<file path="src/include/tg_defines.svh">
`ifndef TG_DEFINES_SVH
`define TG_DEFINES_SVH

// widths
`define TG_CYC_W            13      // output cycle number, bootloop count fits
`define TG_ABS_W            12      // absolute position 0..2052
`define TG_RCNT_W           10      // rotation counter, up to 568

// 48 MHz phases per 4 MHz period, minus one
`define TG_PHASE_LAST       11

// rotation counter points, in MCLK counts from start
`define TG_RCNT_LOOP        89      // value after +Y, closes the 480 clk loop
`define TG_RCNT_STOP_CHK    208     // -X position, field may stop here
`define TG_RCNT_MINUS_Y     326     // -Y, launched two counts early for buffer delay
`define TG_RCNT_PLUS_Y      568     // +Y, one bubble position per pass

// absolute position of the loops
`define TG_ABS_INIT         1951
`define TG_ABS_LAST         2052    // 2053 positions per minor loop

// output cycle counting
`define TG_DELAY_LAST       97      // 98 positions from replicators to detector
`define TG_PAGE_LAST        583     // 584 bits per page
`define TG_BOOT_LAST        4105    // two bootloops of 2053
`define TG_NUM_NONE         8191    // empty propagation line

`endif

</file>
<file path="src/rtl/tg_pkg.sv">
`include "tg_defines.svh"

package tg_pkg;

    // access state
    // bit 2: field rotates
    // bit 1: data goes out
    // bit 0: page, not bootloop
    typedef enum logic [2:0] {
        RST  = 3'b000,      // reset, field stopped
        STBY = 3'b001,      // standby, waiting for bsen_n
        BOOT = 3'b110,      // bootloop read
        USER = 3'b111,      // page read, replicator fired
        IDLE = 3'b100       // seeking, field rotates without data
    } access_t;

    // controller strobes, all active low
    // bit order follows the decode table in access_decode
    typedef struct packed {
        logic bss_n;        // shift start
        logic booten_n;     // bootloop enable
        logic bsen_n;       // shift enable, field rotates while low
        logic repen_n;      // replicator enable
    } bubble_ctrl_t;

    // field position flags from the rotation counter
    typedef struct packed {
        logic halted;       // counter at zero, no field
        logic plus_y;       // +Y point, one clk
        logic minus_y;      // -Y point, one clk
    } field_pos_t;

    // data output side
    typedef struct packed {
        logic [`TG_CYC_W-1:0] cycle_num;   // all ones when nothing valid
        logic                 clken_n;     // launch strobe for the data
    } bout_t;

endpackage

</file>
<file path="src/rtl/clock_phase_gen.sv">
`timescale 1ns/1ps
`include "tg_defines.svh"

module clock_phase_gen
(
    input  logic MCLK,
    input  logic rst_n,
    output logic clk4m,         // controller clock, MCLK/12
    output logic sample_stb     // strobe capture, three per 4 MHz period
);

    localparam int PH_W = $clog2(`TG_PHASE_LAST + 1);
    localparam logic [PH_W-1:0] PH_LAST = PH_W'(`TG_PHASE_LAST);
    localparam logic [PH_W-1:0] PH_HALF = PH_W'(`TG_PHASE_LAST / 2);  // 5

    logic [PH_W-1:0] phase;

    // 0..11, reset to the middle so clk4m starts a plain high half
    always_ff @(posedge MCLK or negedge rst_n)
    begin
        if (!rst_n)
        begin
            phase <= PH_HALF + 1'b1;
            clk4m <= 1'b1;
        end
        else
        begin
            if (phase == PH_LAST)
            begin
                phase <= '0;
                clk4m <= 1'b0;      // controller launches on this edge
            end
            else
            begin
                phase <= phase + 1'b1;
                if (phase == PH_HALF)
                    clk4m <= 1'b1;
            end
        end
    end

    // just before each 12 MHz falling edge
    // strobes from the controller are stable by then
    assign sample_stb = (phase == PH_W'(3)) || (phase == PH_W'(7)) || (phase == PH_LAST);

endmodule

</file>
<file path="src/rtl/access_decode.sv">
`timescale 1ns/1ps

module access_decode
    import tg_pkg::*;
(
    input  logic         MCLK,
    input  logic         rst_n,
    input  logic         en_n,          // emulator disabled when high
    input  bubble_ctrl_t ctrl_in,       // async to MCLK
    input  logic         sample_stb,
    output access_t      acc_type
);

    // what the decoder sees with the emulator off
    localparam bubble_ctrl_t CTRL_RST = '{bss_n: 1'b1, booten_n: 1'b0,
                                          bsen_n: 1'b1, repen_n: 1'b1};

    bubble_ctrl_t ctrl_gated;
    bubble_ctrl_t sync1;
    bubble_ctrl_t sync2;
    bubble_ctrl_t ctrl_smp;     // pattern at the last sample point
    access_t      acc_nxt;

    // en_n high forces the reset pattern
    // repen_n is ignored while bootloops are selected
    assign ctrl_gated = '{bss_n:    en_n | ctrl_in.bss_n,
                          booten_n: ~en_n & ctrl_in.booten_n,
                          bsen_n:   en_n | ctrl_in.bsen_n,
                          repen_n:  en_n | ctrl_in.repen_n | ~ctrl_in.booten_n};

    always_ff @(posedge MCLK or negedge rst_n)
    begin
        if (!rst_n)
        begin
            sync1    <= CTRL_RST;
            sync2    <= CTRL_RST;
            ctrl_smp <= CTRL_RST;
        end
        else
        begin
            sync1 <= ctrl_gated;        // two flop sync
            sync2 <= sync1;
            if (sample_stb)
                ctrl_smp <= sync2;
        end
    end

    // pattern order: bss_n booten_n bsen_n repen_n
    always_comb
    begin
        acc_nxt = acc_type;     // anything unlisted holds
        case (ctrl_smp)
            4'b0011, 4'b0111:   // shift start pulse
            begin
                if (acc_type == RST)
                    acc_nxt = STBY;
            end
            4'b1011, 4'b1111:   // quiet, bootloop or user side
            begin
                if (acc_type != STBY)
                    acc_nxt = RST;
            end
            4'b1001:            // bootloop read running
            begin
                if (acc_type == STBY || acc_type == RST || acc_type == BOOT)
                    acc_nxt = BOOT;
            end
            4'b1101:            // page seek, field on
            begin
                if (acc_type == STBY || acc_type == RST)
                    acc_nxt = IDLE;
            end
            4'b1100:            // replicate pulse
            begin
                if (acc_type == IDLE)
                    acc_nxt = USER;
            end
            default:
            begin
                acc_nxt = acc_type;
            end
        endcase
    end

    always_ff @(posedge MCLK or negedge rst_n)
    begin
        if (!rst_n)
            acc_type <= RST;
        else
            acc_type <= acc_nxt;
    end

endmodule

</file>
<file path="src/rtl/field_rotation.sv">
`timescale 1ns/1ps
`include "tg_defines.svh"

module field_rotation
    import tg_pkg::*;
(
    input  logic                 MCLK,
    input  logic                 rst_n,
    input  access_t              acc_type,
    output field_pos_t           pos,
    output logic [`TG_ABS_W-1:0] abspos     // position under the detector
);

    localparam logic [`TG_RCNT_W-1:0] R_LOOP  = `TG_RCNT_W'(`TG_RCNT_LOOP);
    localparam logic [`TG_RCNT_W-1:0] R_STOP  = `TG_RCNT_W'(`TG_RCNT_STOP_CHK);
    localparam logic [`TG_RCNT_W-1:0] R_MINUS = `TG_RCNT_W'(`TG_RCNT_MINUS_Y);
    localparam logic [`TG_RCNT_W-1:0] R_PLUS  = `TG_RCNT_W'(`TG_RCNT_PLUS_Y);

    logic [`TG_RCNT_W-1:0] rcnt;       // counts from 1, 0 means stopped
    logic [`TG_RCNT_W-1:0] rcnt_nxt;

    always_comb
    begin
        if (rcnt == '0)
            rcnt_nxt = acc_type[2] ? `TG_RCNT_W'(1) : '0;   // wait for rotation
        else if (rcnt == R_STOP && !acc_type[2])
            rcnt_nxt = '0;                  // field stops only at -X
        else if (rcnt == R_PLUS)
            rcnt_nxt = R_LOOP;              // 480 clk per bubble cycle
        else
            rcnt_nxt = rcnt + 1'b1;
    end

    // flags decoded from the next count, so they line up with rcnt
    always_ff @(posedge MCLK or negedge rst_n)
    begin
        if (!rst_n)
        begin
            rcnt        <= '0;
            pos.halted  <= 1'b1;
            pos.plus_y  <= 1'b0;
            pos.minus_y <= 1'b0;
        end
        else
        begin
            rcnt        <= rcnt_nxt;
            pos.halted  <= (rcnt_nxt == '0);
            pos.plus_y  <= (rcnt_nxt == R_PLUS);
            pos.minus_y <= (rcnt_nxt == R_MINUS);
        end
    end

    // one position per +Y
    always_ff @(posedge MCLK or negedge rst_n)
    begin
        if (!rst_n)
            abspos <= `TG_ABS_W'(`TG_ABS_INIT);
        else if (pos.plus_y)
        begin
            if (abspos == `TG_ABS_W'(`TG_ABS_LAST))
                abspos <= '0;
            else
                abspos <= abspos + 1'b1;
        end
    end

endmodule

</file>
<file path="src/rtl/bout_cycle_result.sv">
`timescale 1ns/1ps
`include "tg_defines.svh"

module bout_cycle_result
    import tg_pkg::*;
(
    input  logic       MCLK,
    input  logic       rst_n,
    input  access_t    acc_type,
    input  field_pos_t pos,
    output bout_t      bout
);

    // all ones is the idle value of both counters, above any valid count
    localparam int DLY_W  = $clog2(`TG_DELAY_LAST + 2);    // 7
    localparam int PAGE_W = $clog2(`TG_PAGE_LAST + 2);     // 10

    localparam logic [DLY_W-1:0]     DLY_LAST  = DLY_W'(`TG_DELAY_LAST);
    localparam logic [PAGE_W-1:0]    PAGE_LAST = PAGE_W'(`TG_PAGE_LAST);
    localparam logic [`TG_CYC_W-1:0] BOOT_LAST = `TG_CYC_W'(`TG_BOOT_LAST);
    localparam logic [`TG_CYC_W-1:0] NUM_NONE  = `TG_CYC_W'(`TG_NUM_NONE);

    logic [DLY_W-1:0]     dly_cnt;      // replicator to detector travel
    logic [PAGE_W-1:0]    page_cnt;     // bit within the page
    logic [`TG_CYC_W-1:0] boot_cnt;     // follows the loops, never cleared
    logic [`TG_CYC_W-1:0] boot_nxt;
    logic [PAGE_W-1:0]    page_nxt;
    logic [`TG_CYC_W-1:0] cycle_num;
    logic                 clken_n;

    always_comb
    begin
        if (boot_cnt == BOOT_LAST)
            boot_nxt = '0;
        else
            boot_nxt = boot_cnt + 1'b1;
        page_nxt = page_cnt + 1'b1;     // 1023 rolls to 0 on the first bit
    end

    always_ff @(posedge MCLK or negedge rst_n)
    begin
        if (!rst_n)
        begin
            dly_cnt   <= '1;
            page_cnt  <= '1;
            boot_cnt  <= `TG_CYC_W'(`TG_ABS_INIT);
            cycle_num <= NUM_NONE;
        end
        else if (pos.halted)
        begin
            if (acc_type == RST)        // stopped and reset, ready for next read
            begin
                dly_cnt   <= '1;
                page_cnt  <= '1;
                cycle_num <= NUM_NONE;
            end
        end
        else if (pos.plus_y)
        begin
            boot_cnt <= boot_nxt;       // loops move whatever the state
            if (!acc_type[1])
            begin
                // field on, nothing read out
                dly_cnt   <= '1;
                page_cnt  <= '1;
                cycle_num <= NUM_NONE;
            end
            else if (dly_cnt == '1 || dly_cnt < DLY_LAST)
            begin
                // line still empty, 98 ticks
                dly_cnt   <= dly_cnt + 1'b1;
                page_cnt  <= '1;
                cycle_num <= NUM_NONE;
            end
            else if (!acc_type[0])
            begin
                page_cnt  <= '1;
                cycle_num <= boot_nxt;  // bootloop bit now at the detector
            end
            else if (page_cnt == '1 || page_cnt < PAGE_LAST)
            begin
                page_cnt  <= page_nxt;
                cycle_num <= `TG_CYC_W'(page_nxt);
            end
            // else last page bit, hold everything
        end
    end

    // one clk low, from -Y
    always_ff @(posedge MCLK or negedge rst_n)
    begin
        if (!rst_n)
            clken_n <= 1'b1;
        else
            clken_n <= ~pos.minus_y;
    end

    assign bout = '{cycle_num: cycle_num, clken_n: clken_n};

endmodule

</file>
<file path="src/rtl/timing_generator.sv">
`timescale 1ns/1ps
`include "tg_defines.svh"

module timing_generator
    import tg_pkg::*;
(
    input  logic                 MCLK,          // 48 MHz
    input  logic                 rst_n,
    input  logic                 en_n,
    input  bubble_ctrl_t         ctrl_in,
    output logic                 clk4m,
    output access_t              acc_type,
    output logic [`TG_ABS_W-1:0] abspos,
    output bout_t                bout
);

    logic       sample_stb;
    field_pos_t pos;

    clock_phase_gen u_phase (
        .MCLK       (MCLK),
        .rst_n      (rst_n),
        .clk4m      (clk4m),
        .sample_stb (sample_stb)
    );

    access_decode u_access (
        .MCLK       (MCLK),
        .rst_n      (rst_n),
        .en_n       (en_n),
        .ctrl_in    (ctrl_in),
        .sample_stb (sample_stb),
        .acc_type   (acc_type)
    );

    field_rotation u_field (
        .MCLK     (MCLK),
        .rst_n    (rst_n),
        .acc_type (acc_type),
        .pos      (pos),
        .abspos   (abspos)
    );

    bout_cycle_result u_bout (
        .MCLK     (MCLK),
        .rst_n    (rst_n),
        .acc_type (acc_type),
        .pos      (pos),
        .bout     (bout)
    );

endmodule

</file>
<file path="config.mk">
export PLATFORM = sky130hd
export DESIGN_NAME = timing_generator
export DESIGN_NICKNAME = d
export VERILOG_FILES = /design/src/rtl/tg_pkg.sv /design/src/rtl/clock_phase_gen.sv /design/src/rtl/access_decode.sv /design/src/rtl/field_rotation.sv /design/src/rtl/bout_cycle_result.sv /design/src/rtl/timing_generator.sv
export VERILOG_INCLUDE_DIRS = /design/src /design/src/include
export SDC_FILE = /design/constraint.sdc
export NUM_CORES = 1
export LEC_CHECK = 0
export BUFFER_PORTS_ARGS = -buffer_cell sky130_fd_sc_hd__buf_2
export CELL_PAD_IN_SITES_DETAIL_PLACEMENT = 0
export CELL_PAD_IN_SITES_GLOBAL_PLACEMENT = 1
export CORE_ASPECT_RATIO = 0.7
export CORE_MARGIN = 2
export CORE_UTILIZATION = 51
export CTS_CLUSTER_DIAMETER = 80
export CTS_CLUSTER_SIZE = 10
export DETAILED_ROUTE_END_ITERATION = 10
export PLACE_DENSITY_LB_ADDON = 0.15
export RECOVER_POWER = 50
export SLEW_MARGIN = 20
export SYNTH_ARGS = -nofsm -noshare
export SYNTH_HDL_FRONTEND = slang
export SYNTH_HIERARCHICAL = 1
export SYNTH_SLANG_ARGS = --single-unit
export TNS_END_PERCENT = 5
</file>
<file path="constraint.sdc">
create_clock -name MCLK -period 3.95 [get_ports MCLK]
set_input_delay 0.79 -clock MCLK [delete_from_list [all_inputs] [get_ports MCLK]]
set_output_delay 0.79 -clock MCLK [all_outputs]
set_load 0.03 [all_outputs]
</file>
==> results.md <==
- CP startpoint: u_bout/page_cnt[0]
- Fillers: 793
- Max Clk Rate: 412 MHz
- PD cells: 631 nW/um^2
- Post-synth EDFFs: 0
- Top cells by area, synth: dfstp_2 32%, dfrtp_1 13%, nand2_1 4.0%
- CTS root buffer: clkbuf_16
- Post-Layout Cell Count: 653
- Register area share after synthesis: 45.9%
- CP Launch Type: register
- IO Count: 37
- Worst EP arrival: 2.70 ns
- Final RePlAce weighted congestion: 0.900
- Vias in the first global route: 3412
- Post-Syn Nets: 516
- Initial Util: 52.0%
- Max IR drop VDD: 0.339 mV
- WL met1: 5520 um
- Routed Antenna Nets: 0
- Reg clk slew, reported paths: 0.07 ns
- Unique masters post-synth: 80
- Rows: 30
- R2R Path End: u_bout/cycle_num[10]
- CP Capture Type: register
- RSZ-0062 raised after global routing: false
- FF+latch count, synth: 89
- Synth area leader: dfstp_2
- Final min period: 2.43 ns
- Violation count after the first detailed-route iteration: 279
- Critical path class: register to register
- Clock sinks: 89
- Routed via count: 3788
- Core area: 9650 um^2
- Part of the cycle the worst path needs: 61.5%
- Final setup vio count: 0
- Gr usage total: 21.2%
- Worst slew margin: -20.0%
- Failing checks: max-capacitance violations, max-slew violations
- Hold Crit Class: register to register
- Hold Crit Depth: 0
- Layout cells sized above 1: 27.8%
- Crit path required time: 4.22 ns
- Worst slew pin tran: 1.80 ns
- WL final: 10600 um
- Post-synth top area share: 32.5%
- Post_cts resized: 0
- Top Metal Used: met4
- Syn. warnings: 6
- LEAKAGE: 2.22 nW
- Cts bufs inserted: 9
- Largest net degree at the start of global routing: 75
- Reg2reg path depth: 6
- Antenna diodes: 0
- Drt pass-1 iters: 4
- Final Max Slew Viols: 75
- Top_reg_cell synth: dfstp_2
- Die Height: 87.0 um
- Fin. Hold Viols: 0
- Count leader, synth: dfstp_2
- R2R Setup Slk: 1.52 ns
- Area of the multi-input gates: 2470 um^2
- Dpl hpwl: 7410 um
- Outcome: finished, violations left
- Worst skew pair latency: 0.34 ns
- Hold Crit Start: u_access/sync1[2]
- Count of input and output buffers: 36
- Share of flip-flops with an asynchronous set or reset: 100%
- Die width: 123 um
- Met3 wire length: 584 um
- Clock Skews: 0.00717 ns
- CP Max Fanout: 8
- CTS hold repair buffers: 0
- Worst reg2reg path startpoint: u_bout/page_cnt[0]
- DIE AREA: 10700 um^2
- Gate Count Post-Synth: 499
- P&R area growth vs syn: 9.35%
- CTS H-Tree Depth: 3
- Reg area: 2300 um^2
- Placed Instances: 637
- First-pass GRT wire length: 17600 um
- Synthesized area: 5020 um^2
- Mapped Avg Cell Area: 10.1 um^2
- Max cap viols: 1
- DR WL met2: 4380 um
- Nets: 537
- Overflow after GRT: 0
- Clock tree from TritonCTS: built
- Crit path capture: u_bout/cycle_num[10]
- DR vias/cell: 5.80
- Post-CTS Setup Bufs: 0
- Wire length per cell: 16.2 um
- Antenna violations before repair: 0
- # DRC: 0
- Bufs on Longest Clock Path: 2
- Post-synth top cells: 62 x dfstp_2, 54 x nand2_1, 41 x nor2_1
- Setup TNS: 0 ns
placed cells by master (no fill, tap or decap), drive strengths merged, types with 4 or more instances in the layout:
cell | synthesis | final
dfstp | 62 | 62
nand2 | 54 | 54
nor2 | 41 | 41
buf | 17 | 34
dfrtp | 27 | 27
o21ai | 27 | 27
xnor2 | 22 | 22
a21oi | 19 | 19
inv | 17 | 18
xor2 | 17 | 17
nor3 | 17 | 17
clkbuf | 10 | 14
nand3 | 13 | 13
and3 | 13 | 13
nand4 | 11 | 11
ha | 10 | 10
a211oi | 10 | 10
a31oi | 9 | 9
nand2b | 8 | 8
nor4 | 8 | 8
nor2b | 6 | 6
a311oi | 6 | 6
a21o | 5 | 5
mux2 | 4 | 4
and2 | 4 | 4
o22ai | 4 | 4
o31ai | 4 | 4
worst min path at each step:
| stage | to | slack, ns |
|---|---|---|
| 2_1_floorplan | u_access/sync2[2] | 0.33 |
| 3_3_place_gp | u_access/sync2[2] | 0.34 |
| 3_5_place_dp | u_access/sync2[2] | 0.34 |
| 4_1_cts | u_access/sync2[3] | 0.36 |
| 5_1_grt | u_access/sync2[3] | 0.36 |
| 6_report | u_access/sync2[2] | 0.36 |
flip-flops by register name, summed over array words and instances, names as in the netlist, 3 cells and up:
signal and cells:
u_access/acc_type 3, u_access/ctrl_smp 4, u_access/sync1 4, u_access/sync2 4, u_bout/boot_cnt 13, u_bout/cycle_num 13
u_bout/dly_cnt 7, u_bout/page_cnt 10, u_field/abspos 12, u_field/pos 3, u_field/rcnt 10, u_phase/phase 4
per-layer routing:
layer	GRT usage, %	vias up
met5	0	-
met2	29.1	84
met1	33.5	1846
li1	-	1851
met3	4.71	7
met4	5.02	0
power by group:
group | total, mW | switching, mW | internal [mW]
combinational | 1.20 | 0.758 | 0.443
sequential | 1.39 | 0.224 | 1.17
clock | 0.869 | 0.357 | 0.512
logic make-up (layout without fill, tap and decap cells):
kind of cell,count (synthesis),in the layout,synth area share [%]
muxes,6,6,1.30
DFF,89,89,45.9
and+or+nand+nor,200,200,21.2
buffers and inverters,44,70,4.86
xor gates and xnor gates,39,39,6.81
AOI/OAI and AO/OA,111,111,17.4
adders and majority gates,10,10,2.49
final cells by class:
type	instances	share of cell area, %
inverters	17	1.16
repair buffers	37	3.33
clock inverters	5	1.16
flip-flops and latches	89	42.0
clock buffers	11	4.43
well taps	128	2.92
multi-input cells	366	45.0
critical path, stage by stage, from the launching register on:
cell	delay [ns]
dfstp_2	0.57
ha_1	0.30
and4_1	0.38
nand3_1	0.23
a311oi_2	0.52
o21ai_0	0.20
o21a_1	0.15
stage by stage:
step	utilization [%]	setup slack [ns]	hold WS (ns)	area (um^2)	power [mW]
final	56.9	1.52	0.355	5490	3.46
after global routing	56.9	1.18	0.361	5490	3.68
after CTS	56.9	1.55	0.360	5490	3.47
after detailed placement	53.8	1.58	0.341	5190	2.58
after global placement	53.8	1.64	0.340	5190	2.57
after floorplan	-	1.78	0.331	5020	2.30
Power figures use the tool's default switching activity.
